### config.mk
export PLATFORM = sky130hd
export DESIGN_NAME = cd_ctrl_top
export DESIGN_NICKNAME = d
export VERILOG_FILES = /design/src/cd_pkg.sv /design/src/cd_csr.sv /design/src/cd_tx_ram.sv /design/src/cd_loopback.sv /design/src/cd_rx_ram.sv /design/src/cd_ctrl_top.sv
export SDC_FILE = /design/constraint.sdc
export NUM_CORES = 2
export LEC_CHECK = 0
export BUFFER_PORTS_ARGS = -buffer_cell sky130_fd_sc_hd__buf_2
export CAP_MARGIN = 20
export CORE_AREA = 2 2 556 558
export CTS_CLUSTER_DIAMETER = 80
export DETAILED_ROUTE_END_ITERATION = 10
export DIE_AREA = 0 0 558 560
export MAX_ROUTING_LAYER = met4
export PLACE_DENSITY = 0.7
export SYNTH_ARGS = -nofsm -noshare
export SYNTH_HDL_FRONTEND = slang
export SYNTH_SLANG_ARGS = --single-unit
### constraint.sdc
create_clock -name clk -period 10.48 [get_ports clk]
set_input_delay 1.048 -clock clk [delete_from_list [all_inputs] [get_ports clk]]
set_output_delay 1.048 -clock clk [all_outputs]
set_load 0.005 [all_outputs]
### src/cd_pkg.sv
// ----------------------------------------
// Shared definitions for the frame controller
// Version byte and register map
// Reset values of the configuration
// Structs passed between the pipeline stages
// ----------------------------------------
`default_nettype none

package cd_pkg;

    localparam logic [7:0] CD_VERSION = 8'h0d;

    localparam logic [4:0] REG_VERSION         = 5'h00;
    localparam logic [4:0] REG_SETTING         = 5'h02;
    localparam logic [4:0] REG_IDLE_WAIT_LEN   = 5'h04;
    localparam logic [4:0] REG_TX_PERMIT_LEN_L = 5'h05;
    localparam logic [4:0] REG_TX_PERMIT_LEN_H = 5'h06;
    localparam logic [4:0] REG_MAX_IDLE_LEN_L  = 5'h07;
    localparam logic [4:0] REG_MAX_IDLE_LEN_H  = 5'h08;
    localparam logic [4:0] REG_TX_PRE_LEN      = 5'h09;
    localparam logic [4:0] REG_FILTER          = 5'h0b;
    localparam logic [4:0] REG_DIV_LS_L        = 5'h0c;
    localparam logic [4:0] REG_DIV_LS_H        = 5'h0d;
    localparam logic [4:0] REG_DIV_HS_L        = 5'h0e;
    localparam logic [4:0] REG_DIV_HS_H        = 5'h0f;
    localparam logic [4:0] REG_INT_FLAG        = 5'h10;
    localparam logic [4:0] REG_INT_MASK        = 5'h11;
    localparam logic [4:0] REG_RX              = 5'h14;
    localparam logic [4:0] REG_TX              = 5'h15;
    localparam logic [4:0] REG_RX_CTRL         = 5'h16;
    localparam logic [4:0] REG_TX_CTRL         = 5'h17;
    localparam logic [4:0] REG_RX_ADDR         = 5'h18;
    localparam logic [4:0] REG_RX_PAGE_FLAG    = 5'h19;
    localparam logic [4:0] REG_FILTER1         = 5'h1a;
    localparam logic [4:0] REG_FILTER2         = 5'h1b;

    // 115200 bps with a 40 MHz clock
    localparam logic [15:0] DIV_LS_RESET = 16'd346;
    localparam logic [15:0] DIV_HS_RESET = 16'd346;

    localparam logic [7:0] FILTER_ANY = 8'hff;

    // Line coder settings, stored here and used outside the controller
    typedef struct packed {
        logic        full_duplex;
        logic        break_sync;
        logic        arbitration;
        logic        not_drop;
        logic        user_crc;
        logic        tx_invert;
        logic        tx_push_pull;
        logic [7:0]  idle_wait_len;
        logic [9:0]  tx_permit_len;
        logic [9:0]  max_idle_len;
        logic [1:0]  tx_pre_len;
        logic [15:0] div_ls;
        logic [15:0] div_hs;
    } cd_cfg_t;

    localparam cd_cfg_t CFG_RESET = '{
        arbitration: 1'b1,
        idle_wait_len: 8'd10,
        tx_permit_len: 10'd20,
        max_idle_len: 10'd200,
        tx_pre_len: 2'd1,
        div_ls: DIV_LS_RESET,
        div_hs: DIV_HS_RESET,
        default: '0
    };

    typedef struct packed {
        logic [7:0] filter;
        logic [7:0] filter1;
        logic [7:0] filter2;
    } cd_filter_t;

    typedef struct packed {
        logic       wr_en;
        logic [7:0] wr_addr;
        logic [7:0] wr_data;
        logic       switch_strobe;
        logic       abort;
    } cd_tx_cmd_t;

    typedef struct packed {
        logic [7:0] rd_addr;
        logic       rd_done;
        logic       clean_all;
    } cd_rx_cmd_t;

    typedef struct packed {
        logic [7:0] rd_byte;
        logic [7:0] rd_flags;
        logic       pending;
        logic       lost_pulse;
        logic       bus_idle;
    } cd_rx_status_t;

endpackage

`default_nettype wire

### src/cd_csr.sv
// ----------------------------------------
// Host register file
// Configuration, filter and mask registers
// Interrupt flags and irq
// Page pointers and control strobes
// ----------------------------------------
`timescale 1ns/1ps
`default_nettype none

module cd_csr import cd_pkg::*; (
    input  wire           clk,
    input  wire           reset_n,
    input  wire    [4:0]  csr_address,
    input  wire           csr_read,
    input  wire           csr_write,
    input  wire    [7:0]  csr_writedata,
    output logic   [7:0]  csr_readdata,
    output logic          irq,
    output cd_cfg_t       cfg,
    output cd_filter_t    filt,
    output cd_tx_cmd_t    tx_cmd,
    output cd_rx_cmd_t    rx_cmd,
    input  cd_rx_status_t rx_status,
    input  wire           tx_pending
);

    logic [7:0] int_mask;
    logic [7:0] int_flag;
    logic       rx_lost_flag;
    logic [7:0] rx_rd_addr;
    logic [7:0] tx_wr_addr;
    logic       switch_q;
    logic       abort_q;
    logic       rd_done_q;
    logic       clean_all_q;
    logic       strobe_any;

    // Flags with no source in this design read as zero
    assign int_flag = {2'b00, ~tx_pending, 1'b0, rx_lost_flag, 1'b0,
                       rx_status.pending, rx_status.bus_idle};
    assign irq = |(int_flag & int_mask);

    assign tx_cmd = '{
        wr_en: csr_write && (csr_address == REG_TX),
        wr_addr: tx_wr_addr,
        wr_data: csr_writedata,
        switch_strobe: switch_q,
        abort: abort_q
    };
    assign rx_cmd = '{rd_addr: rx_rd_addr, rd_done: rd_done_q, clean_all: clean_all_q};

    always_comb begin
        case (csr_address)
            REG_VERSION:         csr_readdata = CD_VERSION;
            REG_SETTING:         csr_readdata = {1'b0, cfg.full_duplex, cfg.break_sync,
                                                 cfg.arbitration, cfg.not_drop, cfg.user_crc,
                                                 cfg.tx_invert, cfg.tx_push_pull};
            REG_IDLE_WAIT_LEN:   csr_readdata = cfg.idle_wait_len;
            REG_TX_PERMIT_LEN_L: csr_readdata = cfg.tx_permit_len[7:0];
            REG_TX_PERMIT_LEN_H: csr_readdata = {6'd0, cfg.tx_permit_len[9:8]};
            REG_MAX_IDLE_LEN_L:  csr_readdata = cfg.max_idle_len[7:0];
            REG_MAX_IDLE_LEN_H:  csr_readdata = {6'd0, cfg.max_idle_len[9:8]};
            REG_TX_PRE_LEN:      csr_readdata = {6'd0, cfg.tx_pre_len};
            REG_FILTER:          csr_readdata = filt.filter;
            REG_DIV_LS_L:        csr_readdata = cfg.div_ls[7:0];
            REG_DIV_LS_H:        csr_readdata = cfg.div_ls[15:8];
            REG_DIV_HS_L:        csr_readdata = cfg.div_hs[7:0];
            REG_DIV_HS_H:        csr_readdata = cfg.div_hs[15:8];
            REG_INT_FLAG:        csr_readdata = int_flag;
            REG_INT_MASK:        csr_readdata = int_mask;
            REG_RX:              csr_readdata = rx_status.rd_byte;
            REG_RX_ADDR:         csr_readdata = rx_rd_addr;
            REG_RX_PAGE_FLAG:    csr_readdata = rx_status.rd_flags;
            REG_FILTER1:         csr_readdata = filt.filter1;
            REG_FILTER2:         csr_readdata = filt.filter2;
            default:             csr_readdata = 8'h00;
        endcase
    end

    always_ff @(posedge clk or negedge reset_n) begin
        if (!reset_n) begin
            cfg          <= CFG_RESET;
            filt         <= '{FILTER_ANY, FILTER_ANY, FILTER_ANY};
            int_mask     <= 8'h00;
            rx_lost_flag <= 1'b0;
            rx_rd_addr   <= 8'd0;
            tx_wr_addr   <= 8'd0;
            switch_q     <= 1'b0;
            abort_q      <= 1'b0;
            rd_done_q    <= 1'b0;
            clean_all_q  <= 1'b0;
        end else begin
            switch_q    <= 1'b0;
            abort_q     <= 1'b0;
            rd_done_q   <= 1'b0;
            clean_all_q <= 1'b0;

            if (rx_status.lost_pulse)
                rx_lost_flag <= 1'b1;
            if (csr_read && csr_address == REG_RX)
                rx_rd_addr <= rx_rd_addr + 8'd1;

            if (csr_write) begin
                case (csr_address)
                    REG_SETTING:
                        {cfg.full_duplex, cfg.break_sync, cfg.arbitration, cfg.not_drop,
                         cfg.user_crc, cfg.tx_invert, cfg.tx_push_pull} <= csr_writedata[6:0];
                    REG_IDLE_WAIT_LEN:   cfg.idle_wait_len <= csr_writedata;
                    REG_TX_PERMIT_LEN_L: cfg.tx_permit_len[7:0] <= csr_writedata;
                    REG_TX_PERMIT_LEN_H: cfg.tx_permit_len[9:8] <= csr_writedata[1:0];
                    REG_MAX_IDLE_LEN_L:  cfg.max_idle_len[7:0] <= csr_writedata;
                    REG_MAX_IDLE_LEN_H:  cfg.max_idle_len[9:8] <= csr_writedata[1:0];
                    REG_TX_PRE_LEN:      cfg.tx_pre_len <= csr_writedata[1:0];
                    REG_FILTER:          filt.filter <= csr_writedata;
                    REG_DIV_LS_L:        cfg.div_ls[7:0] <= csr_writedata;
                    REG_DIV_LS_H:        cfg.div_ls[15:8] <= csr_writedata;
                    REG_DIV_HS_L:        cfg.div_hs[7:0] <= csr_writedata;
                    REG_DIV_HS_H:        cfg.div_hs[15:8] <= csr_writedata;
                    REG_INT_MASK:        int_mask <= csr_writedata;
                    REG_TX:              tx_wr_addr <= tx_wr_addr + 8'd1;
                    REG_RX_CTRL: begin
                        if (csr_writedata[0])
                            rx_rd_addr <= 8'd0;
                        rd_done_q <= csr_writedata[1];
                        if (csr_writedata[2])
                            rx_lost_flag <= 1'b0;
                        clean_all_q <= csr_writedata[4];
                    end
                    REG_TX_CTRL: begin
                        if (csr_writedata[0])
                            tx_wr_addr <= 8'd0;
                        switch_q <= csr_writedata[1];
                        abort_q  <= csr_writedata[4];
                    end
                    REG_RX_ADDR:         rx_rd_addr <= csr_writedata;
                    REG_FILTER1:         filt.filter1 <= csr_writedata;
                    REG_FILTER2:         filt.filter2 <= csr_writedata;
                    default: ;
                endcase
            end
        end
    end

    // A strobe repeats only when the host writes on consecutive cycles
    assign strobe_any = switch_q | abort_q | rd_done_q | clean_all_q;

    a_strobe_single: assert property (@(posedge clk) disable iff (!reset_n)
        strobe_any |=> (!strobe_any || $past(csr_write)));

endmodule

`default_nettype wire

### src/cd_tx_ram.sv
// ----------------------------------------
// Transmit page, 256 bytes
// Host write port and registered read port
// Frame commit and tx_pending tracking
// ----------------------------------------
`timescale 1ns/1ps
`default_nettype none

module cd_tx_ram import cd_pkg::*; (
    input  wire        clk,
    input  wire        reset_n,
    input  cd_tx_cmd_t tx_cmd,
    input  wire  [7:0] rd_addr,
    output logic [7:0] rd_data,
    output logic       frame_ready,
    output logic [7:0] frame_len,
    input  wire        busy,
    input  wire        tx_done,
    output logic       tx_pending
);

    logic [7:0] mem [0:255];
    logic       commit;

    // An empty page or a busy mover turns the switch into a no-op
    assign commit = tx_cmd.switch_strobe && !busy && !frame_ready &&
                    (tx_cmd.wr_addr != 8'd0);

    always_ff @(posedge clk) begin
        if (tx_cmd.wr_en)
            mem[tx_cmd.wr_addr] <= tx_cmd.wr_data;
        rd_data <= mem[rd_addr];
        if (commit)
            frame_len <= tx_cmd.wr_addr;
    end

    always_ff @(posedge clk or negedge reset_n) begin
        if (!reset_n) begin
            frame_ready <= 1'b0;
            tx_pending  <= 1'b0;
        end else if (tx_cmd.abort) begin
            frame_ready <= 1'b0;
            tx_pending  <= 1'b0;
        end else if (commit) begin
            frame_ready <= 1'b1;
            tx_pending  <= 1'b1;
        end else begin
            // The mover has picked up the frame once it leaves idle
            if (busy)
                frame_ready <= 1'b0;
            if (tx_done)
                tx_pending <= 1'b0;
        end
    end

    // The mover must still be idle in the cycle a new frame is offered
    a_no_commit_when_busy: assert property (@(posedge clk) disable iff (!reset_n)
        $rose(frame_ready) |-> !busy);

endmodule

`default_nettype wire

### src/cd_loopback.sv
// ----------------------------------------
// Loopback frame mover
// Copies a committed transmit frame into
// the receive page, filtering on byte 0
// ----------------------------------------
`timescale 1ns/1ps
`default_nettype none

module cd_loopback import cd_pkg::*; (
    input  wire        clk,
    input  wire        reset_n,
    input  wire        frame_ready,
    input  wire  [7:0] frame_len,
    input  wire        abort,
    output logic [7:0] rd_addr,
    input  wire  [7:0] rd_data,
    input  cd_filter_t filt,
    output logic       wr_en,
    output logic [7:0] wr_addr,
    output logic [7:0] wr_data,
    output logic       frame_start,
    output logic       frame_end,
    output logic       tx_done,
    output logic       bus_idle
);

    typedef enum logic [1:0] {ST_IDLE, ST_FILTER, ST_COPY} state_t;

    state_t     state;
    logic [7:0] rd_ptr;
    logic [7:0] cnt;
    logic       pass;
    logic       pass_now;
    logic       pass_cur;
    logic       last;

    assign pass_now = (filt.filter == FILTER_ANY) || (rd_data == filt.filter) ||
                      (rd_data == filt.filter1) || (rd_data == filt.filter2);
    assign pass_cur = (state == ST_FILTER) ? pass_now : pass;
    assign last     = (cnt + 8'd1 == frame_len);
    assign rd_addr  = rd_ptr;
    assign bus_idle = (state == ST_IDLE);

    // rd_data holds byte cnt while the read of the next byte is in flight
    always_ff @(posedge clk) begin
        wr_addr <= cnt;
        wr_data <= rd_data;
    end

    always_ff @(posedge clk or negedge reset_n) begin
        if (!reset_n) begin
            state       <= ST_IDLE;
            rd_ptr      <= 8'd0;
            cnt         <= 8'd0;
            pass        <= 1'b0;
            wr_en       <= 1'b0;
            frame_start <= 1'b0;
            frame_end   <= 1'b0;
            tx_done     <= 1'b0;
        end else begin
            wr_en       <= 1'b0;
            frame_start <= 1'b0;
            frame_end   <= 1'b0;
            tx_done     <= 1'b0;

            if (abort) begin
                state  <= ST_IDLE;
                rd_ptr <= 8'd0;
                cnt    <= 8'd0;
            end else if (state == ST_IDLE) begin
                if (frame_ready) begin
                    state  <= ST_FILTER;
                    rd_ptr <= 8'd1;
                end
            end else begin
                if (state == ST_FILTER) begin
                    pass        <= pass_now;
                    frame_start <= pass_now;
                    state       <= ST_COPY;
                end
                wr_en  <= pass_cur;
                cnt    <= cnt + 8'd1;
                rd_ptr <= rd_ptr + 8'd1;
                if (last) begin
                    frame_end <= pass_cur;
                    tx_done   <= 1'b1;
                    state     <= ST_IDLE;
                    rd_ptr    <= 8'd0;
                    cnt       <= 8'd0;
                end
            end
        end
    end

endmodule

`default_nettype wire

### src/cd_rx_ram.sv
// ----------------------------------------
// Receive page, 256 bytes
// Mover write port and host read port
// Pending state, frame length, lost pulse
// ----------------------------------------
`timescale 1ns/1ps
`default_nettype none

module cd_rx_ram import cd_pkg::*; (
    input  wire           clk,
    input  wire           reset_n,
    input  wire           wr_en,
    input  wire    [7:0]  wr_addr,
    input  wire    [7:0]  wr_data,
    input  wire           frame_start,
    input  wire           frame_end,
    input  cd_rx_cmd_t    rx_cmd,
    output cd_rx_status_t rx_status
);

    logic [7:0] mem [0:255];
    logic       pending;
    logic       accept;
    logic       lost_q;
    logic [7:0] len_q;
    logic [7:0] len_next;
    logic       accept_now;
    logic       wr_ok;
    logic       release_page;

    // A frame is taken only if the page was free when it started
    assign accept_now   = frame_start ? !pending : accept;
    assign wr_ok        = wr_en && accept_now;
    assign len_next     = wr_addr + 8'd1;
    assign release_page = rx_cmd.rd_done || rx_cmd.clean_all;

    always_ff @(posedge clk) begin
        if (wr_ok)
            mem[wr_addr] <= wr_data;
    end

    always_ff @(posedge clk or negedge reset_n) begin
        if (!reset_n) begin
            pending <= 1'b0;
            accept  <= 1'b0;
            lost_q  <= 1'b0;
            len_q   <= 8'd0;
        end else begin
            lost_q <= frame_start && pending;
            if (frame_start)
                accept <= !pending;
            if (release_page)
                pending <= 1'b0;
            if (frame_end && accept_now) begin
                accept <= 1'b0;
                // Length 256 wraps to 0 and is dropped
                if (len_next != 8'd0) begin
                    pending <= 1'b1;
                    len_q   <= len_next;
                end
            end
        end
    end

    always_comb begin
        rx_status.rd_byte    = mem[rx_cmd.rd_addr];
        rx_status.rd_flags   = len_q;
        rx_status.pending    = pending;
        rx_status.lost_pulse = lost_q;
        // Filled in from the mover at the top level
        rx_status.bus_idle   = 1'b0;
    end

    a_no_write_on_pending: assert property (@(posedge clk) disable iff (!reset_n)
        (wr_en && pending && !release_page) |=> (pending && $stable(len_q)));

endmodule

`default_nettype wire

### src/cd_ctrl_top.sv
// ----------------------------------------
// Frame controller top level
// Register file, transmit page, loopback
// mover and receive page
// ----------------------------------------
`timescale 1ns/1ps
`default_nettype none

module cd_ctrl_top import cd_pkg::*; (
    input  wire        clk,
    input  wire        reset_n,
    input  wire  [4:0] csr_address,
    input  wire        csr_read,
    input  wire        csr_write,
    input  wire  [7:0] csr_writedata,
    output logic [7:0] csr_readdata,
    output logic       irq,
    output cd_cfg_t    cfg
);

    cd_filter_t    filt;
    cd_tx_cmd_t    tx_cmd;
    cd_rx_cmd_t    rx_cmd;
    cd_rx_status_t rx_status_ram;
    cd_rx_status_t rx_status;
    logic          tx_pending;
    logic          frame_ready;
    logic [7:0]    frame_len;
    logic [7:0]    tx_rd_addr;
    logic [7:0]    tx_rd_data;
    logic          rx_wr_en;
    logic [7:0]    rx_wr_addr;
    logic [7:0]    rx_wr_data;
    logic          frame_start;
    logic          frame_end;
    logic          tx_done;
    logic          bus_idle;

    always_comb begin
        rx_status          = rx_status_ram;
        rx_status.bus_idle = bus_idle;
    end

    cd_csr cd_csr_i (
        .clk           (clk),
        .reset_n       (reset_n),
        .csr_address   (csr_address),
        .csr_read      (csr_read),
        .csr_write     (csr_write),
        .csr_writedata (csr_writedata),
        .csr_readdata  (csr_readdata),
        .irq           (irq),
        .cfg           (cfg),
        .filt          (filt),
        .tx_cmd        (tx_cmd),
        .rx_cmd        (rx_cmd),
        .rx_status     (rx_status),
        .tx_pending    (tx_pending)
    );

    cd_tx_ram cd_tx_ram_i (
        .clk         (clk),
        .reset_n     (reset_n),
        .tx_cmd      (tx_cmd),
        .rd_addr     (tx_rd_addr),
        .rd_data     (tx_rd_data),
        .frame_ready (frame_ready),
        .frame_len   (frame_len),
        .busy        (!bus_idle),
        .tx_done     (tx_done),
        .tx_pending  (tx_pending)
    );

    cd_loopback cd_loopback_i (
        .clk         (clk),
        .reset_n     (reset_n),
        .frame_ready (frame_ready),
        .frame_len   (frame_len),
        .abort       (tx_cmd.abort),
        .rd_addr     (tx_rd_addr),
        .rd_data     (tx_rd_data),
        .filt        (filt),
        .wr_en       (rx_wr_en),
        .wr_addr     (rx_wr_addr),
        .wr_data     (rx_wr_data),
        .frame_start (frame_start),
        .frame_end   (frame_end),
        .tx_done     (tx_done),
        .bus_idle    (bus_idle)
    );

    cd_rx_ram cd_rx_ram_i (
        .clk         (clk),
        .reset_n     (reset_n),
        .wr_en       (rx_wr_en),
        .wr_addr     (rx_wr_addr),
        .wr_data     (rx_wr_data),
        .frame_start (frame_start),
        .frame_end   (frame_end),
        .rx_cmd      (rx_cmd),
        .rx_status   (rx_status_ram)
    );

endmodule

`default_nettype wire

---- After elaboration in Yosys (flattened, before gate mapping) ----
Memories as Yosys holds them, arrays and structs flattened. A register that Yosys moved wholly into a read port is not among the register bits.
Cells that the tools add are included.
word-level totals
  register bits ........................... 182
  memories kept ........................... 2
  RAM bits ................................ 4,096
  input port bits ......................... 17
cells by class
  reduce and logical (&&, ||, !) cells .... 41
  equality and inequality tests ........... 32
  bitwise operators ....................... 4
  add/sub/neg operators ................... 5
  mux-type cells .......................... 58
memories
  name             depth  bits a word  rd ports  clocked after Yosys merged registers in  write ports  line             text
  cd_rx_ram_i.mem  256    8            1         0                                        1            cd_rx_ram.sv:21  logic [7:0] mem [0:255];
  cd_tx_ram_i.mem  256    8            1         1                                        1            cd_tx_ram.sv:22  logic [7:0] mem [0:255];
operators with widths
  kind                                                    number
  case mux 8 bit (20 select lines)                        1
  two-way mux 8 bit                                       11
  equality test 5 bit (second input constant)             10
  adder 8 x 1 -> 8 bit (second input constant)            5
  two-way mux 1 bit                                       39
  AND reduction 2 bit                                     18
  equality test 5 x 4 -> 1 bit (second input constant)    7
  equality test 8 bit                                     4
  case mux 8 bit (2 select lines)                         2
  equality test 5 x 3 -> 1 bit (second input constant)    4
  nonzero test 8 bit                                      2
  two-way mux 2 bit                                       5
  AND 6 x 8 -> 8 bit                                      1
  equality test 8 bit (second input constant)             1
  logical AND 1 bit                                       8
  OR reduction 8 bit                                      1
  inequality test 3 x 1 -> 1 bit (second input constant)  2
  equality test 5 x 2 -> 1 bit (second input constant)    1
  zero test 5 bit                                         1
  logical OR 1 bit                                        4
  nonzero test 4 bit                                      1
  inverter 1 bit                                          3
  AND reduction 3 bit                                     1
  nonzero test 3 bit                                      1
  other kinds (6)                                         7

---- Depth between registers and ports, before layout ----
  depth after elaboration ................. 8
  gate-level depth with buffers ........... 13

---- By module ----
A second synthesis with hierarchy kept.
unflattened totals
  cells, all modules ...................... 8,394
  area, all modules ....................... 168,275.1 um2
by module, submodules not included
  module       times used  area an instance (um2)  cells an instance  seq. area each (um2)
  cd_tx_ram    1           80,068.0                3,804              61,949.4
  cd_rx_ram    1           80,003.0                3,847              61,774.2
  cd_csr       1           6,233.5                 545                3,106.7
  cd_loopback  1           1,966.9                 197                895.9
  cd_ctrl_top  1           3.8                     1                  0.0

---- Worst setup path after synthesis ----
OpenSTA, ideal clock, no wires.
  path type ............................... reg-to-reg
  start ................................... reg cd_loopback_i.wr_data[0]
  end ..................................... mem cd_rx_ram_i.mem[0][0] (data pin)
  slack ................................... 6,246 ps
  stages on the path, launching flop included .. 1
  data required time ...................... 9,628 ps
  clock period less this slack ............ 4,234 ps
  data arrival time ....................... 3,382 ps
  cell sequence ........................... dfxtp_1
RTL lines
  what                    line               text
  start, declared         cd_loopback.sv:20  output logic [7:0] wr_data,
  start signal, assigned  cd_loopback.sv:47  wr_data <= rd_data;
  end, declared           cd_rx_ram.sv:21
No word-level cell before the write port.

---- Worst setup path in the final report ----
  start ................................... reg cd_csr_i.rx_rd_addr[2]
  end ..................................... out csr_readdata[4]
on the way
  longest elaborated chain between the ends .. 2
ends and longest elaborated chain
  what                              line               text
  start, declared                   cd_csr.sv:30       logic [7:0] rx_rd_addr;
  start signal, assigned            cd_csr.sv:101      rx_rd_addr <= rx_rd_addr + 8'd1;
  start signal, assigned            cd_csr.sv:135      REG_RX_ADDR: rx_rd_addr <= csr_writedata;
  memory (256 x 8 bit)              -
  case mux 8 bit (20 select lines)  cd_csr.sv:53       case (csr_address)
  end, declared                     cd_ctrl_top.sv:16  output logic [7:0] csr_readdata,
No other way between the ends.

==> impl_results.rst <==
.. list-table::
   :header-rows: 1

   * - Metric
     - Value
   * - Die span in x
     - 558 microns
   * - Placed wire-length estimate after detailed placement
     - 252 mm
   * - Critical Path, Cell by Cell
     - buf_4 > nor2b_2 > nand2b_1 > o22ai_1 > a2111oi_0 > nor3_1 > o311ai_1 > o311ai_0 > buf_2
   * - Detail-routed net length per standard cell
     - roughly 34 microns
   * - Met1 Track Usage GR
     - 0.382
   * - Type of the worst setup path
     - flip-flop to primary output
   * - Longest individual stage delay on the worst path
     - about 1 ns
   * - Clk Tree Root Cell
     - sky130_fd_sc_hd__clkbuf_16
   * - Setup slack at placement
     - approximately 4.5 ns
   * - Core box area
     - ~310,000 sq um
   * - Post-Synthesis Cells
     - approximately 7,900
   * - Antenna viol nets, final
     - 0
   * - Data required time at the worst endpoint
     - 9.43 ns
   * - Final WS setup
     - around 3.5 ns
   * - Worst clock skew
     - about 0.043 ns
   * - Max_slew headroom
     - 0.0832
   * - Data arrival time at the worst-slack endpoint
     - slightly below 6 ns
   * - Sinks on the clock net
     - 4,286
   * - Max rail drop VDD
     - 0.281 mV
   * - Endpoints failing hold
     - 0
   * - Clock latency on the worst-skew pair
     - between 0.9 and 1 ns
   * - Final setup vio count
     - 0
   * - Worst Tran Pin Value
     - 1.38 ns
   * - Number of enable flip-flop cells after synthesis
     - just over 4,000
   * - Setup_tns
     - 0 ns
   * - Slowest cell on crit path
     - sky130_fd_sc_hd__dfrtp_4
   * - Worst setup SP type
     - flip-flop
   * - Area of the mapped netlist
     - about 170,000 sq um
   * - Met2 global-route usage
     - 0.430
   * - Pin count of the biggest net entering global routing
     - about 260
   * - Setup bufs post-CTS
     - 0
   * - Post-synthesis net count
     - between 7,000 and 8,000
   * - Met3 capacity usage during global routing
     - 0.0461
   * - First-pass DRT Iterations
     - 9
   * - Fraction of synthesis flops using an asynchronous set or reset pin
     - 0.0369
   * - Synthesized area divided by synthesized cell count
     - around 21 sq um
   * - Vias/cell
     - ~6.6
   * - Tot GR Track Use
     - 0.280
   * - Synthesis-stage register bit count
     - approximately 4,300
   * - RSZ-0062 raised after global routing
     - false
   * - Area growth from synthesis to layout
     - 11.1%
   * - Fraction of the yosys area taken by sequential cells
     - 0.762
   * - Core Rows
     - 204
   * - CTS tree
     - built
   * - Post-route DRC violation count
     - 0
   * - Max Cap Viol
     - 0
   * - Die Outline Area
     - around 310,000 sq um
   * - DRT iter0 DRCs
     - around 12,000
   * - GRT busiest layer
     - met2
   * - Buffer depth of the longest clock path
     - 4
   * - Upper clock frequency limit
     - between 100 and 150 MHz
   * - Post-route non-filler standard cell count
     - 12,632
   * - Total power divided by cell area
     - 256 nW/um^2
   * - Biggest fanout along the worst timing path
     - between 40 and 50
   * - Final Max Tran Viols
     - 0
   * - Commonest register cell after synthesis
     - sky130_fd_sc_hd__edfxtp_1
   * - Routed Wire Length
     - about 420 mm
   * - Clock Pin Slew Worst Setup and Hold Paths
     - roughly 0.07 ns
   * - Top Family by Delay on Critical Path
     - compound AO/OA/AOI/OAI gates
   * - Antenna violations before repair
     - 15
   * - Via count of the first global-routing pass
     - between 80,000 and 90,000
   * - Warning count from the yosys run
     - 0
   * - Final #Nets
     - approximately 8,200
   * - CTS resizes
     - 0
   * - Effective utilization at floorplan
     - 0.546
   * - Die Ht
     - ~560 microns
   * - Category of the worst setup path capture point
     - primary output
   * - Combined buffer and inverter count along the critical path
     - 2
   * - Worst hold-check path type
     - input port to asynchronous set/reset pin
   * - Cell variety after synth
     - 85
   * - Port buffer count
     - 94
   * - Fill cells
     - 21,019
   * - Final worst path period need
     - 6.97 ns
   * - Share of cells above drive strength 1
     - 0.253
   * - Last weighted congestion value of the routability-driven placer
     - 0.899
   * - Total I/O pin count
     - 95
   * - Share of the cycle needed by the critical path after routing
     - 0.665
   * - Wire length of the first global-routing pass
     - between 600 and 700 mm
   * - Dpl cells
     - roughly 12,000
   * - Overflow left after global routing
     - 0
   * - Number of vias after detailed routing
     - 83,502
   * - Number of H-tree levels
     - 5
   * - Static leakage
     - about 58 nW
   * - Status
     - finished clean
   * - Number of buffers inserted during clock tree synthesis
     - slightly above 400
   * - Cts-stage hold buffer count
     - 0
-- power by group --
| part | internal (mW) | total (mW) | switching, mW |
|---|---|---|---|
| sequential | 20.2 | 21.0 | 0.790 |
| clock | 8.67 | 15.0 | 6.33 |
| combinational | 4.73 | 11.6 | 6.85 |
| total | 33.6 | 47.6 | 14.0 |
-- cells in the mapped netlist (9+ instances only) --
cell type | count | area, sq um
sky130_fd_sc_hd__buf_4 | 60 | 450
sky130_fd_sc_hd__edfxtp_1 | 4104 | 123000
sky130_fd_sc_hd__ha_1 | 12 | 150
sky130_fd_sc_hd__nor2_1 | 591 | 2220
sky130_fd_sc_hd__mux2_2 | 111 | 1250
sky130_fd_sc_hd__a22o_1 | 23 | 201
sky130_fd_sc_hd__buf_6 | 30 | 338
sky130_fd_sc_hd__o211ai_1 | 12 | 90.1
sky130_fd_sc_hd__nand2_1 | 213 | 800
sky130_fd_sc_hd__xor2_1 | 32 | 280
sky130_fd_sc_hd__o21ai_0 | 88 | 440
sky130_fd_sc_hd__mux2i_1 | 318 | 3180
sky130_fd_sc_hd__a21oi_1 | 70 | 350
sky130_fd_sc_hd__inv_1 | 13 | 48.8
sky130_fd_sc_hd__buf_2 | 137 | 686
sky130_fd_sc_hd__and3_1 | 15 | 93.8
sky130_fd_sc_hd__nand3_1 | 55 | 275
sky130_fd_sc_hd__a31oi_1 | 29 | 181
sky130_fd_sc_hd__nand2b_1 | 19 | 119
sky130_fd_sc_hd__buf_1 | 36 | 135
sky130_fd_sc_hd__dfxtp_1 | 24 | 480
sky130_fd_sc_hd__and2_1 | 29 | 181
sky130_fd_sc_hd__xnor2_1 | 12 | 105
sky130_fd_sc_hd__clkbuf_1 | 205 | 769
sky130_fd_sc_hd__nand4_1 | 15 | 93.8
sky130_fd_sc_hd__o22ai_1 | 32 | 200
sky130_fd_sc_hd__nor2b_1 | 38 | 238
sky130_fd_sc_hd__nor4_1 | 18 | 113
sky130_fd_sc_hd__a22oi_1 | 108 | 811
sky130_fd_sc_hd__o221ai_1 | 24 | 210
sky130_fd_sc_hd__dfstp_2 | 43 | 1130
sky130_fd_sc_hd__a211oi_1 | 42 | 315
sky130_fd_sc_hd__nor3_1 | 39 | 195
sky130_fd_sc_hd__mux4_2 | 1066 | 24000
sky130_fd_sc_hd__nand3b_1 | 9 | 67.6
sky130_fd_sc_hd__a2111oi_0 | 15 | 131
sky130_fd_sc_hd__a221oi_1 | 30 | 263
sky130_fd_sc_hd__dfrtp_1 | 115 | 2880
-- cells in the final DEF (no fill, tap or decap), types with 38 or more instances in the layout --
cell,instances
sky130_fd_sc_hd__a211oi_1,42
sky130_fd_sc_hd__a21oi_1,70
sky130_fd_sc_hd__a22oi_1,108
sky130_fd_sc_hd__buf_2,85
sky130_fd_sc_hd__buf_4,147
sky130_fd_sc_hd__bufinv_16,52
sky130_fd_sc_hd__clkbuf_1,78
sky130_fd_sc_hd__clkbuf_16,417
sky130_fd_sc_hd__clkinv_1,70
sky130_fd_sc_hd__clkinv_2,77
sky130_fd_sc_hd__dfrtp_1,104
sky130_fd_sc_hd__dfstp_2,43
sky130_fd_sc_hd__edfxtp_1,4104
sky130_fd_sc_hd__mux2_2,111
sky130_fd_sc_hd__mux2i_1,318
sky130_fd_sc_hd__mux4_2,1066
sky130_fd_sc_hd__nand2_1,213
sky130_fd_sc_hd__nand3_1,50
sky130_fd_sc_hd__nor2_1,587
sky130_fd_sc_hd__nor3_1,38
sky130_fd_sc_hd__o21ai_0,88
-- flip-flops by register name, indices dropped and copies added (netlist names), 24 cells and up --
signal and flops:
cd_csr_i.cfg 69, cd_csr_i.filt 24, cd_rx_ram_i.mem 2048, cd_tx_ram_i.mem 2048
-- metrics by stage --
| stage | power [mW] | hold slack (ns) | area, sq um | utilization |
|---|---|---|---|---|
| after floorplan | 29.0 | 0.342 | 168000 | - |
| after global placement | 32.7 | 0.427 | 173000 | 0.562 |
| after detailed placement | 32.9 | 0.444 | 173000 | 0.562 |
| after CTS | 47.7 | 0.236 | 186000 | 0.606 |
| after global routing | 48.8 | 0.314 | 186000 | 0.607 |
| final | 47.6 | 0.252 | 186000 | 0.607 |
-- kinds of logic (layout without fill, tap and decap cells) --
kind of cell,count (synthesis),count (layout),share of synthesized area
DFF,4286,4286,0.762
xor gates and xnor gates,45,45,0.00243
adders and majority gates,12,12,0.000895
buffers and inverters,488,1037,0.0147
and+or+nand+nor,1075,1075,0.0278
muxes,1495,1495,0.170
AOI/OAI and AO/OA,545,545,0.0228
other,0,17,0
-- final timing paths --
kind                                                           start                               end  slack (ns)  depth (start not counted)
min in group clk                   cd_loopback_i.frame_end$_DFF_PN0_      cd_rx_ram_i.accept$_DFF_PN0_        0.47                          1
worst min-delay path                                         reset_n  cd_csr_i.rx_rd_addr[3]$_DFF_PN0_        0.25                          1
worst max register to register  cd_loopback_i.rd_addr[0]$_DFFE_PN0P_    cd_tx_ram_i.rd_data[7]$_DFF_P_        5.33                          9
max in group asynchronous                                    reset_n      cd_csr_i.cfg[54]$_DFFE_PN0P_        8.78                          2
worst max-delay path                cd_csr_i.rx_rd_addr[2]$_DFF_PN0_                   csr_readdata[4]        3.51                          9
worst min register to register     cd_loopback_i.frame_end$_DFF_PN0_      cd_rx_ram_i.accept$_DFF_PN0_        0.47                          1
-- layout make-up --
cell class / instances / area [sq um] / share of cell area
antenna: 17 / 42.5 / 0.000228
clock buffer: 508 / 10900 / 0.0585
clock inverter: 245 / 2650 / 0.0142
inverter: 19 / 83.8 / 0.000450
multi-input combinational: 3172 / 37600 / 0.202
sequential: 4286 / 128000 / 0.686
tap: 4120 / 5150 / 0.0277
timing repair buffer: 265 / 2100 / 0.0113
-- worst register-to-register path: stages (launching register included) --
cell and delay (ns):
sky130_fd_sc_hd__dfrtp_4 1.01, sky130_fd_sc_hd__buf_4 0.80, sky130_fd_sc_hd__buf_4 0.70, sky130_fd_sc_hd__mux4_2 0.65, sky130_fd_sc_hd__mux4_2 0.54, sky130_fd_sc_hd__mux2i_1 0.36
sky130_fd_sc_hd__nor2_1 0.11, sky130_fd_sc_hd__a21oi_1 0.25, sky130_fd_sc_hd__a22o_1 0.36, sky130_fd_sc_hd__nor3_1 0.22
-- metal layers --
metal | vias up | routed length (microns)
li1 | 33459 | -
met1 | 44375 | 160000
met2 | 4788 | 206000
met3 | 880 | 39800
met4 | 0 | 18900
met5 | - | 0
No activity file was read; power rests on OpenSTA's default activity.
